## src/rtl/lock_pkg.sv

```systemverilog
package lock_pkg;

    // Widths with a meaning of their own
    typedef logic [15:0] code_t;        // Four BCD digits from the keypad
    typedef logic [3:0]  digit_t;
    typedef logic [23:0] bcd_t;         // Six display digits with digit 0 in the low nibble
    typedef logic [3:0]  sec_t;
    typedef logic [14:0] ms_t;
    typedef logic [2:0]  attempts_t;
    typedef logic [1:0]  slot_t;

    // Door controller states
    typedef enum logic [3:0] {
        INIT,
        LOCKED,
        CHECKING,       // Waiting on the code matcher
        WRONG,
        LOCKOUT,
        UNLATCHED,
        OPEN,
        OPEN_ALARM,
        TIMEOUT_BEEP
    } door_state_t;

    // Small tick count keeps simulation short
    localparam int TICKS_PER_MS = 4;
    localparam int DEBOUNCE_MS  = 100;
    localparam int LOCKOUT_MS   = 30000;
    localparam int MS_PER_S     = 1000;

    localparam int MAX_ATTEMPTS = 5;
    localparam int NUM_SLOTS    = 4;

    // Keypad markers in digit 0
    localparam digit_t DIGIT_TIMEOUT = 4'hE;
    localparam digit_t DIGIT_CANCEL  = 4'hB;

    // Display digits
    localparam digit_t DIGIT_MARK  = 4'hA;
    localparam digit_t DIGIT_BLANK = 4'hB;

    localparam code_t CODE_EMPTY   = 16'hFFFF;  // Unused slot that never matches
    localparam code_t DEFAULT_CODE = 16'h1234;
    localparam sec_t  DEFAULT_SEC  = 4'd5;

endpackage

```

## src/rtl/button_debounce.sv

```systemverilog
module button_debounce (
    input  logic clk,
    input  logic rst,
    input  logic tick,
    input  logic button,
    output logic press
);

    lock_pkg::ms_t stable_ms;   // Ticks the button has stayed high
    logic          armed;       // Cleared after a press until release
    logic          stable_done;

    assign stable_done = (stable_ms == lock_pkg::ms_t'(lock_pkg::DEBOUNCE_MS - 1));

    // Fires on the tick that completes the stable window
    assign press = tick && button && armed && stable_done;

    always_ff @(posedge clk or posedge rst) begin
        if (rst) begin
            stable_ms <= '0;
            armed     <= 1'b1;
        end else if (tick) begin
            if (!button) begin
                stable_ms <= '0;                    // Release restarts and re-arms
                armed     <= 1'b1;
            end else if (armed) begin
                if (stable_done) begin
                    stable_ms <= '0;
                    armed     <= 1'b0;
                end else begin
                    stable_ms <= stable_ms + 1'b1;
                end
            end
        end
    end

endmodule

```

## src/rtl/code_matcher.sv

```systemverilog
module code_matcher (
    input  logic            clk,
    input  logic            rst,
    input  logic            check_start,
    input  lock_pkg::code_t check_code,
    input  lock_pkg::code_t code0,
    input  lock_pkg::code_t code1,
    input  lock_pkg::code_t code2,
    input  lock_pkg::code_t code3,
    output logic            check_done,
    output logic            check_match
);

    lock_pkg::slot_t slot;
    logic            busy;
    lock_pkg::code_t slot_code;
    logic            hit;
    logic            last_slot;

    // One stored code per cycle
    always_comb begin
        case (slot)
            2'd0:    slot_code = code0;
            2'd1:    slot_code = code1;
            2'd2:    slot_code = code2;
            default: slot_code = code3;
        endcase
    end

    assign hit         = (slot_code != lock_pkg::CODE_EMPTY) && (slot_code == check_code);
    assign last_slot   = (slot == lock_pkg::slot_t'(lock_pkg::NUM_SLOTS - 1));
    assign check_done  = busy && (hit || last_slot);    // Early exit on a match
    assign check_match = busy && hit;

    always_ff @(posedge clk or posedge rst) begin
        if (rst) begin
            busy <= 1'b0;
            slot <= '0;
        end else if (check_start) begin
            busy <= 1'b1;
            slot <= '0;
        end else if (busy) begin
            if (check_done) begin
                busy <= 1'b0;
            end else begin
                slot <= slot + 1'b1;
            end
        end
    end

endmodule

```

## src/rtl/door_fsm.sv

```systemverilog
module door_fsm (
    input  logic            clk,
    input  logic            rst,
    input  logic            tick,
    input  logic            press,
    input  logic            door_open,
    input  lock_pkg::code_t key_code,
    input  logic            key_valid,
    input  logic            cfg_load,
    input  logic            check_done,
    input  logic            check_match,
    input  logic            beep_en,
    input  lock_pkg::sec_t  beep_s,
    input  lock_pkg::sec_t  autolock_s,
    output logic            check_start,
    output lock_pkg::code_t check_code,
    output logic            cfg_we,
    output logic            bolt,
    output logic            beep,
    output lock_pkg::bcd_t  bcd
);

    lock_pkg::door_state_t state;
    lock_pkg::door_state_t state_next;
    lock_pkg::attempts_t   attempts;
    lock_pkg::ms_t         timer;       // Shared by UNLATCHED, OPEN and LOCKOUT
    lock_pkg::ms_t         autolock_ms;
    lock_pkg::ms_t         beep_ms;
    lock_pkg::digit_t      key_digit0;
    logic                  key_timeout;
    logic                  key_check;   // Entry that goes to the matcher
    logic                  start_check;

    assign key_digit0  = key_code[3:0];
    assign key_timeout = key_valid && (key_digit0 == lock_pkg::DIGIT_TIMEOUT);
    assign key_check   = key_valid && !key_timeout && (key_digit0 != lock_pkg::DIGIT_CANCEL);

    assign autolock_ms = lock_pkg::ms_t'(autolock_s) * lock_pkg::ms_t'(lock_pkg::MS_PER_S);
    assign beep_ms     = lock_pkg::ms_t'(beep_s) * lock_pkg::ms_t'(lock_pkg::MS_PER_S);

    always_comb begin
        state_next = state;
        case (state)
            lock_pkg::INIT: begin
                if (!door_open) state_next = lock_pkg::LOCKED;
            end
            lock_pkg::LOCKED: begin
                if (press) begin
                    state_next = lock_pkg::UNLATCHED;
                end else if (key_timeout) begin
                    if (beep_en) state_next = lock_pkg::TIMEOUT_BEEP;
                end else if (key_check) begin
                    state_next = lock_pkg::CHECKING;
                end
            end
            lock_pkg::CHECKING: begin
                if (check_done) begin
                    state_next = check_match ? lock_pkg::UNLATCHED : lock_pkg::WRONG;
                end
            end
            lock_pkg::WRONG: begin
                if (attempts == lock_pkg::attempts_t'(lock_pkg::MAX_ATTEMPTS - 1)) begin
                    state_next = lock_pkg::LOCKOUT;     // This miss is the last allowed
                end else begin
                    state_next = lock_pkg::LOCKED;
                end
            end
            lock_pkg::LOCKOUT: begin
                if (timer >= lock_pkg::ms_t'(lock_pkg::LOCKOUT_MS)) state_next = lock_pkg::LOCKED;
            end
            lock_pkg::UNLATCHED: begin
                if (door_open) begin
                    state_next = lock_pkg::OPEN;
                end else if (press || timer >= autolock_ms) begin
                    state_next = lock_pkg::LOCKED;
                end
            end
            lock_pkg::OPEN: begin
                if (!door_open) begin
                    state_next = lock_pkg::UNLATCHED;
                end else if (beep_en && timer >= beep_ms) begin
                    state_next = lock_pkg::OPEN_ALARM;
                end
            end
            lock_pkg::OPEN_ALARM: begin
                if (!door_open) state_next = lock_pkg::UNLATCHED;
            end
            lock_pkg::TIMEOUT_BEEP: state_next = lock_pkg::LOCKED;   // Single beep cycle
            default:                state_next = lock_pkg::INIT;
        endcase
    end

    assign start_check = (state == lock_pkg::LOCKED) && (state_next == lock_pkg::CHECKING);

    always_ff @(posedge clk or posedge rst) begin
        if (rst) begin
            state       <= lock_pkg::INIT;
            attempts    <= '0;
            timer       <= '0;
            check_start <= 1'b0;
        end else begin
            state       <= state_next;
            check_start <= start_check;
            // Timer restarts on every state change and saturates
            if (state_next != state) begin
                timer <= '0;
            end else if (tick && timer != '1) begin
                timer <= timer + 1'b1;
            end
            if (state == lock_pkg::WRONG) begin
                attempts <= attempts + 1'b1;
            end else if ((state == lock_pkg::CHECKING && check_done && check_match)
                         || (state == lock_pkg::LOCKOUT && state_next == lock_pkg::LOCKED)) begin
                attempts <= '0;
            end
        end
    end

    // Entered code held for the matcher during CHECKING
    always_ff @(posedge clk) begin
        if (start_check) check_code <= key_code;
    end

    assign cfg_we = (state == lock_pkg::OPEN) && cfg_load;   // Setup only with the door open

    assign bolt = state inside {lock_pkg::LOCKED, lock_pkg::CHECKING, lock_pkg::WRONG,
                                lock_pkg::LOCKOUT, lock_pkg::TIMEOUT_BEEP};
    assign beep = state inside {lock_pkg::OPEN_ALARM, lock_pkg::TIMEOUT_BEEP};

    // One mark per wrong attempt from digit 0 upward
    always_comb begin
        for (int i = 0; i < $bits(lock_pkg::bcd_t) / $bits(lock_pkg::digit_t); i++) begin
            if (state == lock_pkg::LOCKOUT || int'(attempts) > i) begin
                bcd[i*4 +: 4] = lock_pkg::DIGIT_MARK;
            end else begin
                bcd[i*4 +: 4] = lock_pkg::DIGIT_BLANK;
            end
        end
    end

endmodule

```

## src/rtl/door_lock_top.sv

```systemverilog
module door_lock_top (
    input  logic            clk,
    input  logic            rst,
    input  logic            door_open,
    input  logic            inside_button,
    input  lock_pkg::code_t key_code,
    input  logic            key_valid,
    input  logic            cfg_load,
    input  lock_pkg::code_t cfg_code0,
    input  lock_pkg::code_t cfg_code1,
    input  lock_pkg::code_t cfg_code2,
    input  lock_pkg::code_t cfg_code3,
    input  logic            cfg_beep_en,
    input  lock_pkg::sec_t  cfg_beep_s,
    input  lock_pkg::sec_t  cfg_autolock_s,
    output logic            bolt,
    output logic            beep,
    output lock_pkg::bcd_t  bcd
);

    logic            tick;
    logic            press;
    logic            check_start;
    logic            check_done;
    logic            check_match;
    lock_pkg::code_t check_code;
    logic            cfg_we;
    lock_pkg::code_t code0;
    lock_pkg::code_t code1;
    lock_pkg::code_t code2;
    lock_pkg::code_t code3;
    logic            beep_en;
    lock_pkg::sec_t  beep_s;
    lock_pkg::sec_t  autolock_s;

    ms_tick tick0 (.clk(clk), .rst(rst), .tick(tick));

    button_debounce button0 (
        .clk(clk), .rst(rst), .tick(tick), .button(inside_button), .press(press)
    );

    code_matcher matcher0 (
        .clk(clk), .rst(rst), .check_start(check_start), .check_code(check_code),
        .code0(code0), .code1(code1), .code2(code2), .code3(code3),
        .check_done(check_done), .check_match(check_match)
    );

    lock_config config0 (
        .clk(clk), .rst(rst), .cfg_we(cfg_we),
        .cfg_code0(cfg_code0), .cfg_code1(cfg_code1), .cfg_code2(cfg_code2),
        .cfg_code3(cfg_code3), .cfg_beep_en(cfg_beep_en), .cfg_beep_s(cfg_beep_s),
        .cfg_autolock_s(cfg_autolock_s),
        .code0(code0), .code1(code1), .code2(code2), .code3(code3),
        .beep_en(beep_en), .beep_s(beep_s), .autolock_s(autolock_s)
    );

    door_fsm fsm0 (
        .clk(clk), .rst(rst), .tick(tick), .press(press), .door_open(door_open),
        .key_code(key_code), .key_valid(key_valid), .cfg_load(cfg_load),
        .check_done(check_done), .check_match(check_match),
        .beep_en(beep_en), .beep_s(beep_s), .autolock_s(autolock_s),
        .check_start(check_start), .check_code(check_code), .cfg_we(cfg_we),
        .bolt(bolt), .beep(beep), .bcd(bcd)
    );

endmodule

```

## src/rtl/lock_config.sv

```systemverilog
module lock_config (
    input  logic            clk,
    input  logic            rst,
    input  logic            cfg_we,
    input  lock_pkg::code_t cfg_code0,
    input  lock_pkg::code_t cfg_code1,
    input  lock_pkg::code_t cfg_code2,
    input  lock_pkg::code_t cfg_code3,
    input  logic            cfg_beep_en,
    input  lock_pkg::sec_t  cfg_beep_s,
    input  lock_pkg::sec_t  cfg_autolock_s,
    output lock_pkg::code_t code0,
    output lock_pkg::code_t code1,
    output lock_pkg::code_t code2,
    output lock_pkg::code_t code3,
    output logic            beep_en,
    output lock_pkg::sec_t  beep_s,
    output lock_pkg::sec_t  autolock_s
);

    always_ff @(posedge clk or posedge rst) begin
        if (rst) begin
            // Factory state has a single usable code
            code0      <= lock_pkg::DEFAULT_CODE;
            code1      <= lock_pkg::CODE_EMPTY;
            code2      <= lock_pkg::CODE_EMPTY;
            code3      <= lock_pkg::CODE_EMPTY;
            beep_en    <= 1'b1;
            beep_s     <= lock_pkg::DEFAULT_SEC;
            autolock_s <= lock_pkg::DEFAULT_SEC;
        end else if (cfg_we) begin
            code0      <= cfg_code0;
            code1      <= cfg_code1;
            code2      <= cfg_code2;
            code3      <= cfg_code3;
            beep_en    <= cfg_beep_en;
            beep_s     <= cfg_beep_s;
            autolock_s <= cfg_autolock_s;
        end
    end

endmodule

```

## src/rtl/ms_tick.sv

```systemverilog
module ms_tick (
    input  logic clk,
    input  logic rst,
    output logic tick
);

    logic [$clog2(lock_pkg::TICKS_PER_MS)-1:0] cnt;
    logic                                      wrap;

    assign wrap = (cnt == ($clog2(lock_pkg::TICKS_PER_MS))'(lock_pkg::TICKS_PER_MS - 1));

    always_ff @(posedge clk or posedge rst) begin
        if (rst) begin
            cnt  <= '0;
            tick <= 1'b0;
        end else begin
            tick <= wrap;                           // One cycle per wrap
            if (wrap) begin
                cnt <= '0;
            end else begin
                cnt <= cnt + 1'b1;
            end
        end
    end

endmodule

```

## config.mk

```make
export PLATFORM = sky130hd
export DESIGN_NAME = door_lock_top
export DESIGN_NICKNAME = d
export VERILOG_FILES = /design/src/rtl/lock_pkg.sv /design/src/rtl/button_debounce.sv /design/src/rtl/code_matcher.sv /design/src/rtl/door_fsm.sv /design/src/rtl/door_lock_top.sv /design/src/rtl/lock_config.sv /design/src/rtl/ms_tick.sv
export SDC_FILE = /design/constraint.sdc
export NUM_CORES = 1
export LEC_CHECK = 0
export ABC_CLOCK_PERIOD_IN_PS = 5800
export BUFFER_PORTS_ARGS = -buffer_cell sky130_fd_sc_hd__buf_4
export CAP_MARGIN = 20
export CELL_PAD_IN_SITES_DETAIL_PLACEMENT = 0
export CELL_PAD_IN_SITES_GLOBAL_PLACEMENT = 2
export CORE_UTILIZATION = 35
export CTS_BUF_LIST = sky130_fd_sc_hd__clkbuf_8
export DETAILED_ROUTE_END_ITERATION = 12
export PLACE_DENSITY_LB_ADDON = 0.25
export SETUP_SLACK_MARGIN = 0.5
export SYNTH_ARGS = -nofsm -noshare
export SYNTH_HDL_FRONTEND = slang
export SYNTH_SLANG_ARGS = --single-unit
```

## constraint.sdc

```tcl
create_clock -name clk -period 5.8 [get_ports clk]
set_input_delay 0.58 -clock clk [delete_from_list [all_inputs] [get_ports clk]]
set_output_delay 0.58 -clock clk [all_outputs]
set_load 0.005 [all_outputs]
```

==> results of run 1 <==
==> per-stage QoR <==
| step | util | power (µW) | setup slack (ps) | instances | hold slack (ps) |
|---|---|---|---|---|---|
| 3_5_place_dp | 0.397 | 5050 | 843 | 1289 | 424 |
| 4_1_cts | 0.412 | 5910 | 810 | 1321 | 268 |
| 6_report | 0.413 | 5840 | 919 | 1321 | 299 |
| 3_3_place_gp | 0.397 | 5030 | 914 | 1289 | 419 |
| 2_1_floorplan | - | 4270 | 1250 | 908 | 403 |
| 5_1_grt | 0.413 | 6440 | 548 | 1321 | 262 |
==> worst max-delay path by stage <==
stage | endpoint | slack, ps | depth (start not counted)
2_1_floorplan | fsm0.timer[14] | 1250 | 20
3_3_place_gp | fsm0.timer[10] | 910 | 19
3_5_place_dp | fsm0.timer[2] | 840 | 19
4_1_cts | fsm0.timer[3] | 810 | 19
5_1_grt | fsm0.timer[4] | 550 | 19
6_report | fsm0.timer[10] | 920 | 19
==> state kept, by name (all words and copies together) (netlist names), 2 cells and up <==
register            cells
config0.beep_s          4
fsm0.timer             15
fsm0.state              4
config0.code1          16
config0.code2          16
matcher0.slot           2
tick0.cnt               2
fsm0.attempts           3
fsm0.check_code        16
button0.stable_ms      15
config0.code0          16
config0.autolock_s      4
config0.code3          16
==> power by group through the flow <==
stage | clock (µW) | sequential [µW] | combinational, µW
2_1_floorplan | 0 | 1610 | 2660
3_3_place_gp | 0 | 1730 | 3300
3_5_place_dp | 0 | 1730 | 3320
4_1_cts | 852 | 1720 | 3340
5_1_grt | 898 | 1770 | 3780
6_report | 821 | 1720 | 3300
==> cell usage in the layout, fill, tap and decap left out, types with 5 or more instances in the layout <==
cell / netlist / final
a221oi_1: 10 / 10
mux2_2: 76 / 75
inv_1: 64 / 63
nor2_1: 44 / 44
ha_1: 61 / 61
o22ai_1: 6 / 6
a211oi_1: 7 / 7
mux2i_1: 18 / 18
conb_1: 2 / 18
nand2_1: 60 / 60
xnor2_1: 20 / 20
a21o_1: 9 / 9
dfstp_2: 59 / 59
nor2b_1: 7 / 7
nor3_1: 5 / 5
o21ai_0: 37 / 36
and3_1: 19 / 19
o211ai_1: 5 / 5
nand4_1: 32 / 32
a22oi_1: 7 / 7
inv_6: 0 / 5
edfxtp_1: 16 / 16
nand3_1: 37 / 36
a21oi_1: 42 / 42
buf_4: 21 / 111
xor2_1: 14 / 14
a222oi_1: 8 / 8
dfrtp_1: 59 / 59
a31oi_1: 6 / 6
nand4b_1: 5 / 5
fa_1: 14 / 14
nand2b_1: 9 / 9
clkbuf_8: 0 / 17
a2111oi_0: 5 / 5
==> worst max-delay path: cells and delay by family, from the launching register on <==
family          cells  cell delay, ps
fa+ha+maj           4            1660
compound gates      7            1080
simple gates        3             770
mux                 2             550
flops               1             470
buf+inv             2             120
xor+xnor            1             100
==> synth_stat cells, types with 5 or more instances <==
library cell   n
a2111oi_0      5
a211oi_1       7
a21o_1         9
a21oi_1       42
a221oi_1      10
a222oi_1       8
a22oi_1        7
a31oi_1        6
and3_1        19
buf_4         21
buf_6          7
clkbuf_1      28
dfrtp_1       59
dfstp_2       59
edfxtp_1      16
fa_1          14
ha_1          61
inv_1         64
mux2_2        76
mux2i_1       18
nand2_1       60
nand2b_1       9
nand3_1       37
nand4_1       32
nand4b_1       5
nor2_1        44
nor2b_1        7
nor3_1         5
o211ai_1       5
o21ai_0       37
o22ai_1        6
xnor2_1       20
xor2_1        14
==> area by class of cell <==
type / count / area, µm²
Tap cell: 330 / 413
Inverter: 64 / 243
Multi-Input combinational cell: 650 / 5080
Clock buffer: 17 / 234
Sequential cell: 134 / 3510
Timing Repair Buffer: 111 / 833
Clock inverter: 15 / 164
Fill cell: 2532 / 14900
==> layer usage <==
layer,part of all wire,vias to the layer above,global-route usage
met2,0.47,126,0.303
met4,0.010,0,0.0505
li1,-,3401,-
met1,0.49,3356,0.259
met3,0.035,16,0.0305
met5,0,-,0
==> logic make-up after synthesis <==
logic type      Yosys count
flops                   134
other cells               2
buf+inv                 124
fa+ha+maj                75
simple gates            246
xor+xnor                 34
mux                      95
compound gates          182
==> what timing repair did <==
item / in CTS / in global routing
endpoints found under the setup margin: 0 / 15
resized for setup: 0 / 1
hold buffers: 0 / 0
==> qor.txt, run 1 <==
Comb pwr share = 0.565
NetSw = 2570 µW
Overall Global Routing Usage = 0.188
maximum number of pins on one net before global-route repair = 65
r2r startpoint = config0.beep_s[1]
total CTS buffers = 17
Cells on Worst Hold Path = 1
EDFF count, synth = 16
Final Net Count = 1148
DRC viols = 0
post-synthesis mux area share = 0.115
GRT overflow = 0
Core Rows = 58
worst path required time = 6130 ps
largest family of logic cells by synthesized area = compound AO/OA/AOI/OAI gates
sequential share of power = 0.294
Setup Skew = 18.2 ps
GPL Wtd Cong = 0.805
Fin Setup TNS = 0 ps
adder-cell share of the synthesized area = 0.114
max_slew headroom = 0.290
Worst-Skew Late Latency = 460 ps
Top Ports = 121
slowest cell delay on critical path = 660 ps
Crit path top cell by count = a21oi_1
dpl hpwl = 17300 µm
nature of the critical path endpoint = flip-flop
simple-gate share of the synthesized area = 0.142
1st-iter DRT viols = 411
chip width = 164 µm
DP Area = 10100 µm²
Avg WL per Cell = 18.2 µm
flop2flop setup slack = 920 ps
part of the power in the clock network = 0.141
share of the cycle needed by the critical path after routing = 0.842
Synth area leaders = dfstp_2 17%, dfrtp_1 16%, mux2_2 9.4%
Initial Util = 0.360
Design Area, Final = 10500 µm²
ys flop type = dfstp_2
worst vdd ir = 0.000302 V
Syn Area/Cell = 10.2 µm²
post-synthesis xor/xnor area fraction = 0.0326
hold path endpoint = fsm0.check_code[13]
compound-cell area share of the yosys netlist = 0.144
CP max stage cell = fa_1
vias in the first global route = 6799
max_cap viols = 0
largest area contributor in the netlist = dfstp_2
Pint = 3270 µW
H-tree Lvls = 4
Synth top area share = 0.170
Max Buffers Root-to-Sink = 2
CP cell instances = fa_1 -> inv_1 -> fa_1 -> inv_1 -> ha_1 -> a21oi_1 -> o21bai_1 -> a21oi_1 -> o21ai_0 -> a21oi_1 -> xor2_1 -> ha_1 -> or4_1 -> a21oi_1 -> a21oi_1 -> nor2_1 -> mux2_4 -> nand4_1 -> mux2i_1
root cell of the clock tree = clkbuf_8
Area growth, synth to finish = 14.7%
CTS sink cnt = 134
Hold Fails Final Rpt = 0
initial antenna violation count = 0
ant diodes = 0
RR Endpoint = fsm0.timer[10]
vias per std cell = 5.22
CP max FO = 30
Final min period = 4880 ps
worst hold path type = in2reg
Clock Pin Slew Worst Setup and Hold Paths = 100 ps
LEAKAGE = 0.00470 µW
first-pass GRT wire length = 38000 µm
Synth cell types = 69
HP Start = key_code[13]
Post-CTS Setup Inserts = 0
Worst EP arrival = 5210 ps
Critical Path Start = config0.beep_s[1]
vias post-DR = 6899
DRT Wirelength = 24000 µm
type of origin of the critical path = flip-flop
outcome = finished, final reports clean
ys async rst share = 0.881
number of routed nets with antenna violations = 0
post-synthesis instance total = 892
synthesis-stage register bit count = 134
core area = 25400 µm²
RSZ-0062 raised after global routing = no
Worst Tran Pin Value = 1060 ps
Synth Cell Area = 9130 µm²
Max Slew Vio Count = 0
R2R cell count = 19
Die Y = 164 µm
layout cell share with drive strength beyond 1 = 0.297
Die ar. = 26700 µm²
Final setup viols = 0
Sw Share = 0.440
Power Dens Cells = 557 nW/µm²
Max Freq = 205 MHz
DRT Pass-1 Iters = 7
IO buf count = 102
Seq/Total Area, Yosys = 0.384
CP Class = reg2reg
CTS tree = built
Yosys Warn Count = 0
No activity file was read; power rests on OpenSTA's default activity.
==> inputs of run 2 (changes only) <==
--- a/config.mk
+++ b/config.mk
@@ -5,7 +5,7 @@
 export SDC_FILE = /design/constraint.sdc
 export NUM_CORES = 1
 export LEC_CHECK = 0
-export ABC_CLOCK_PERIOD_IN_PS = 5800
+export ABC_CLOCK_PERIOD_IN_PS = 4290
 export BUFFER_PORTS_ARGS = -buffer_cell sky130_fd_sc_hd__buf_4
 export CAP_MARGIN = 20
 export CELL_PAD_IN_SITES_DETAIL_PLACEMENT = 0
==> constraint.sdc (replaced) <==
create_clock -name clk -period 4.29 [get_ports clk]
set_input_delay 0.429 -clock clk [delete_from_list [all_inputs] [get_ports clk]]
set_output_delay 0.429 -clock clk [all_outputs]
set_load 0.005 [all_outputs]
==> qor.txt, run 2 (synthesis results as in run 1) <==
DRT Pass-1 Iters = 5 (-2)
max_slew headroom = 0.306 (+0.0163)
Fin Setup TNS = -481 ps (-481 ps)
Final setup viols = 15 (+15)
chip width = 164 µm (unchanged)
RSZ-0062 raised after global routing = yes
post-layout util = 0.429 (+0.0168)
number of hold buffers added after cts = 0 (unchanged)
Core Rows = 58 (unchanged)
Overall Global Routing Usage = 0.189 (+0.00136)
maximum number of pins on one net before global-route repair = 69 (+6.2%)
GRT overflow = 0 (unchanged)
CP max FO = 7 (-77%)
Cells on Worst Hold Path = 1 (unchanged)
Max Buffers Root-to-Sink = 2 (unchanged)
CTS sink cnt = 134 (unchanged)
Setup WS pre-CTS = -60.6 ps (-903 ps)
Die ar. = 26700 µm² (unchanged)
CP Class = reg2reg
Worst EP arrival = 4690 ps (-520 ps)
first-pass GRT wire length = 38500 µm (+1.2%)
dpl hpwl = 17300 µm (about the same)
GPL Wtd Cong = 0.796 (-1.1%)
Initial Util = 0.360 (unchanged)
Final min period = 4330 ps (-547 ps)
Avg WL per Cell = 18.1 µm (-0.45%)
Setup Skew = 18.9 ps (+0.715 ps)
Max Slew Vio Count = 0 (unchanged)
IO buf count = 102 (unchanged)
placed cell count = 1304 (+1.2%)
nature of the critical path endpoint = flip-flop
Power Dens Cells = 802 nW/µm² (+44%)
H-tree Lvls = 4 (unchanged)
number of routed nets with antenna violations = 0 (unchanged)
vias post-DR = 7068 (+2.4%)
layout cell share with drive strength beyond 1 = 0.342 (+0.0455)
worst vdd ir = 0.000612 V (+100%)
PnR worst setup slack = -43.8 ps (-963 ps)
Worst-Skew Late Latency = 470 ps (about the same)
Worst Tran Pin Value = 1040 ps (-25.6 ps)
commonest non-fill, non-tap cell in the layout = buf_4
type of origin of the critical path = flip-flop
Final Net Count = 1177 (+2.5%)
share of the cycle needed by the critical path after routing = 1.01 (+0.169)
outcome = finished, violations left
initial antenna violation count = 0 (unchanged)
fillers = 2481 (-2.0%)
Top Ports = 121 (unchanged)
worst hold path type = in2reg
max_cap viols = 0 (unchanged)
LEAKAGE = 0.00488 µW (+3.8%)
worst path required time = 4640 ps (-1490 ps)
core area = 25400 µm² (unchanged)
1st-iter DRT viols = 522 (+27%)
Crit path top cell by count = a21oi_2
most frequent cells in the layout = 132 x buf_4, 75 x mux2_2, 60 x nand2_1
CP cell instances = fa_1 -> inv_1 -> fa_1 -> inv_2 -> ha_4 -> a21oi_2 -> o21bai_1 -> a21oi_2 -> o21ai_2 -> a21oi_2 -> xor2_1 -> ha_2 -> nand4b_1 -> a211oi_2 -> o41ai_2 -> a21oi_2 -> nor2_4 -> mux2_4 -> nand4_1 -> mux2i_1
vias per std cell = 5.24 (+0.25%)
CTS tree = built
ant diodes = 0 (unchanged)
DRT Wirelength = 24400 µm (+1.7%)
R2R cell count = 20 (+1)
non-filler cells, final = 1350 (+2.2%)
root cell of the clock tree = clkbuf_8
Hold Fails Final Rpt = 0 (unchanged)
Max Freq = 231 MHz (+13%)
failing checks = setup timing
vias in the first global route = 6912 (+1.7%)
DRC viols = 0 (unchanged)
CP max stage cell = fa_1
Clock Pin Slew Worst Setup and Hold Paths = 90 ps (about the same)
Die Y = 164 µm (unchanged)
total CTS buffers = 17 (unchanged)
Area growth, synth to finish = 19.4%
slowest cell delay on critical path = 620 ps (-40 ps)
-- run 2: final timing paths --
kind / start / end / slack, ps
worst max register to register: config0.beep_s[1] / fsm0.timer[10] / -40
max in group asynchronous: rst / config0.code1[15] / 3280
worst max-delay path: config0.beep_s[1] / fsm0.timer[10] / -40
worst min register to register: tick0.cnt[0] / tick0.cnt[0] / 430
min in group asynchronous: rst / button0.stable_ms[0] / 150
worst min-delay path: key_code[5] / fsm0.check_code[5] / 140
-- run 2: what timing repair did --
action | 4_1_cts | 5_1_grt
gates cloned | 3 | 1
pin swaps | 18 | 9
setup buffers | 9 | 0
resized for setup | 7 | 12
endpoints found under the setup margin | 17 | 17
-- run 2: metrics by stage --
stage	area, µm²	hold WS (ps)	power (µW)
3_5_place_dp	10300	424	7250
3_3_place_gp	10300	412	7210
5_1_grt	10900	99.3	9520
2_1_floorplan	9280	403	6000
6_report	10900	144	8740
4_1_cts	10900	112	8760
-- run 2: layer usage --
layer / vias up / part of all wire / GRT usage / wire length [µm]
met5: - / 0 / 0 / 0
met4: 0 / 0.0071 / 0.0400 / 174
met3: 15 / 0.037 / 0.0361 / 900
met2: 123 / 0.49 / 0.322 / 12000
met1: 3473 / 0.46 / 0.247 / 11300
li1: 3457 / - / - / -
-- run 2: power breakdown --
part           leakage, µW  switching (µW)  total (µW)  internal (µW)
Clock             0.000209             622        1120            494
Sequential         0.00154             420        2310           1890
Combinational      0.00313            2770        5320           2550
Total              0.00488            3810        8740           4930
-- run 2: cell type report --
| cell class | count | area [µm²] | share of cell area |
|---|---|---|---|
| multi-input cells | 653 | 5240 | 0.480 |
| flip-flops and latches | 134 | 3510 | 0.322 |
| repair buffers | 137 | 1090 | 0.0997 |
| well taps | 330 | 413 | 0.0379 |
| inverters | 64 | 248 | 0.0227 |
| clock buffers | 17 | 234 | 0.0215 |
| clock inverters | 15 | 180 | 0.0165 |
-- run 2: critical path, delay by kind of cell (launching register included) --
family	cells	cell delay (ps)
flops	1	420
simple gates	3	330
mux	2	450
compound gates	8	1010
fa+ha+maj	4	1730
xor+xnor	1	170
buf+inv	2	110
==> inputs of run 3 (changes only) <==
--- a/config.mk
+++ b/config.mk
@@ -18,3 +18,4 @@
 export SYNTH_ARGS = -nofsm -noshare
 export SYNTH_HDL_FRONTEND = slang
 export SYNTH_SLANG_ARGS = --single-unit
+export TNS_END_PERCENT = 20
==> qor.txt, run 3 (synthesis results as in run 1) <==
worst hold path type = in2async
max_cap viols = 0 (unchanged)
nature of the critical path endpoint = flip-flop
layout cell share with drive strength beyond 1 = 0.336 (-0.00590)
IO buf count = 102 (unchanged)
DRT Pass-1 Iters = 5 (unchanged)
PnR worst setup slack = -85.4 ps (-41.6 ps)
GRT overflow = 0 (unchanged)
dpl hpwl = 17700 µm (+2.3%)
RSZ-0062 raised after global routing = yes
worst path required time = 4620 ps (-20 ps)
type of origin of the critical path = flip-flop
DRT Wirelength = 24900 µm (+1.9%)
Setup WS pre-CTS = -26.4 ps (+34.2 ps)
LEAKAGE = 0.00491 µW (+0.53%)
slowest cell delay on critical path = 530 ps (-90 ps)
DRC viols = 0 (unchanged)
total CTS buffers = 17 (unchanged)
root cell of the clock tree = clkbuf_8
vias post-DR = 7102 (+0.48%)
Core Rows = 58 (unchanged)
maximum number of pins on one net before global-route repair = 74 (+7.2%)
vias per std cell = 5.23 (about the same)
Final Net Count = 1183 (+0.51%)
Max Slew Vio Count = 0 (unchanged)
non-filler cells, final = 1357 (+0.52%)
Worst EP arrival = 4700 ps (about the same)
H-tree Lvls = 4 (unchanged)
placed cell count = 1315 (+0.84%)
CTS sink cnt = 134 (unchanged)
outcome = finished, violations left
number of hold buffers added after cts = 0 (unchanged)
worst vdd ir = 0.000372 V (-39%)
most frequent cells in the layout = 140 x buf_4, 75 x mux2_2, 62 x inv_1
CP max stage cell = fa_1
Max Buffers Root-to-Sink = 2 (unchanged)
max_slew headroom = 0.294 (-0.0127)
CP delay by family, top = adder cells
Die ar. = 26700 µm² (unchanged)
Hold Fails Final Rpt = 0 (unchanged)
Worst Tran Pin Value = 1050 ps (+12.1 ps)
Final min period = 4380 ps (+41.6 ps)
Design Area, Final = 10900 µm² (about the same)
number of routed nets with antenna violations = 0 (unchanged)
DP Area = 10300 µm² (+0.40%)
Max Freq = 229 MHz (-0.95%)
Die Y = 164 µm (unchanged)
share of the cycle needed by the critical path after routing = 1.02 (+0.00970)
initial antenna violation count = 1 (+1)
CP Class = reg2reg
post-layout util = 0.429 (about the same)
Clock Pin Slew Worst Setup and Hold Paths = 90 ps (about the same)
CTS tree = built
Initial Util = 0.360 (unchanged)
Area growth, synth to finish = 19.4% (about the same)
CP max FO = 8 (+1)
core area = 25400 µm² (unchanged)
commonest non-fill, non-tap cell in the layout = buf_4
Buf/Inv on CP = 3 (+1)
chip width = 164 µm (unchanged)
CP cell instances = fa_1 -> inv_1 -> fa_1 -> inv_2 -> ha_4 -> a21oi_4 -> o21bai_1 -> a21oi_2 -> o21ai_1 -> a21oi_2 -> xor2_1 -> ha_2 -> nand4b_1 -> a211oi_2 -> o41ai_1 -> a21oi_1 -> nor2_2 -> buf_4 -> mux2_4 -> nand4b_1 -> mux2i_1
failing checks = setup timing
Top Ports = 121 (unchanged)
GPL Wtd Cong = 0.773 (-3.0%)
1st-iter DRT viols = 503 (-3.6%)
Final setup viols = 15 (unchanged)
Avg WL per Cell = 18.3 µm (+1.4%)
Power Dens Cells = 805 nW/µm² (+0.41%)
vias in the first global route = 7030 (+1.7%)
Worst-Skew Late Latency = 450 ps (-20 ps)
Overall Global Routing Usage = 0.194 (+0.00449)
first-pass GRT wire length = 39300 µm (+2.2%)
Setup Skew = 19.6 ps (+0.734 ps)
-- run 3: cell types whose count changed in the layout (fill, tap and decap cells not counted), moves of 3 or more --
cell | before | now
clkinv_8 | 3 | 0
a21oi_2 | 10 | 5
inv_1 | 59 | 62
buf_4 | 132 | 140
a21oi_1 | 32 | 36
-- run 3: final cells by class --
type	count	area, µm²
timing repair buffer	143	1120
clock inverter	15	189
antenna	1	2.50
multi-input combinational	653	5200
inverter	64	243
fill	2513	14500
sequential	134	3510
clock buffer	17	234
tap	330	413
-- run 3: worst paths after layout --
kind	from	end	slack [ps]	cells past startpoint
setup / recovery	config0.beep_s[1]	fsm0.timer[14]	-90	21
hold / removal	rst	config0.code0[6]	80	2
setup reg to reg	config0.beep_s[1]	fsm0.timer[14]	-90	21
hold reg to reg	tick0.cnt[0]	tick0.cnt[0]	440	1
max in group asynchronous	rst	config0.code3[10]	3330	3
min in group clk	key_code[15]	fsm0.check_code[15]	160	1
-- run 3: repair_timing --
action	CTS	global route
setup endpoints to repair	17	18
hold endpoints to repair	0	0
gates cloned	3	1
resized for setup	5	8
pin swaps	1	4
buffers inserted	3	2
-- run 3: per-layer routing --
metal  global-route usage  share of wire  vias to the layer above  routed length [µm]
met5                    0              0                        -                   0
met2                0.309           0.47                      167               11600
met4               0.0547         0.0099                        0                 247
li1                     -              -                     3468                   -
met3               0.0335          0.051                       12                1260
met1                0.268           0.47                     3455               11800
-- run 3: power by group --
part | internal [µW] | total, µW | switching, µW | leakage, µW
clock | 589 | 1160 | 573 | 0.000216
combinational | 2540 | 5300 | 2750 | 0.00315
sequential | 1890 | 2320 | 433 | 0.00154
-- run 3: metrics by stage --
| step | hold slack (ps) | TNS (ps) | total power (µW) |
|---|---|---|---|
| floorplan | 403 | 0 | 5920 |
| global placement | 414 | 0 | 7330 |
| detailed placement | 425 | -281 | 7380 |
| CTS | 77.9 | -353 | 8780 |
| global route | 101 | -4200 | 9590 |
| finish | 79.6 | -802 | 8780 |
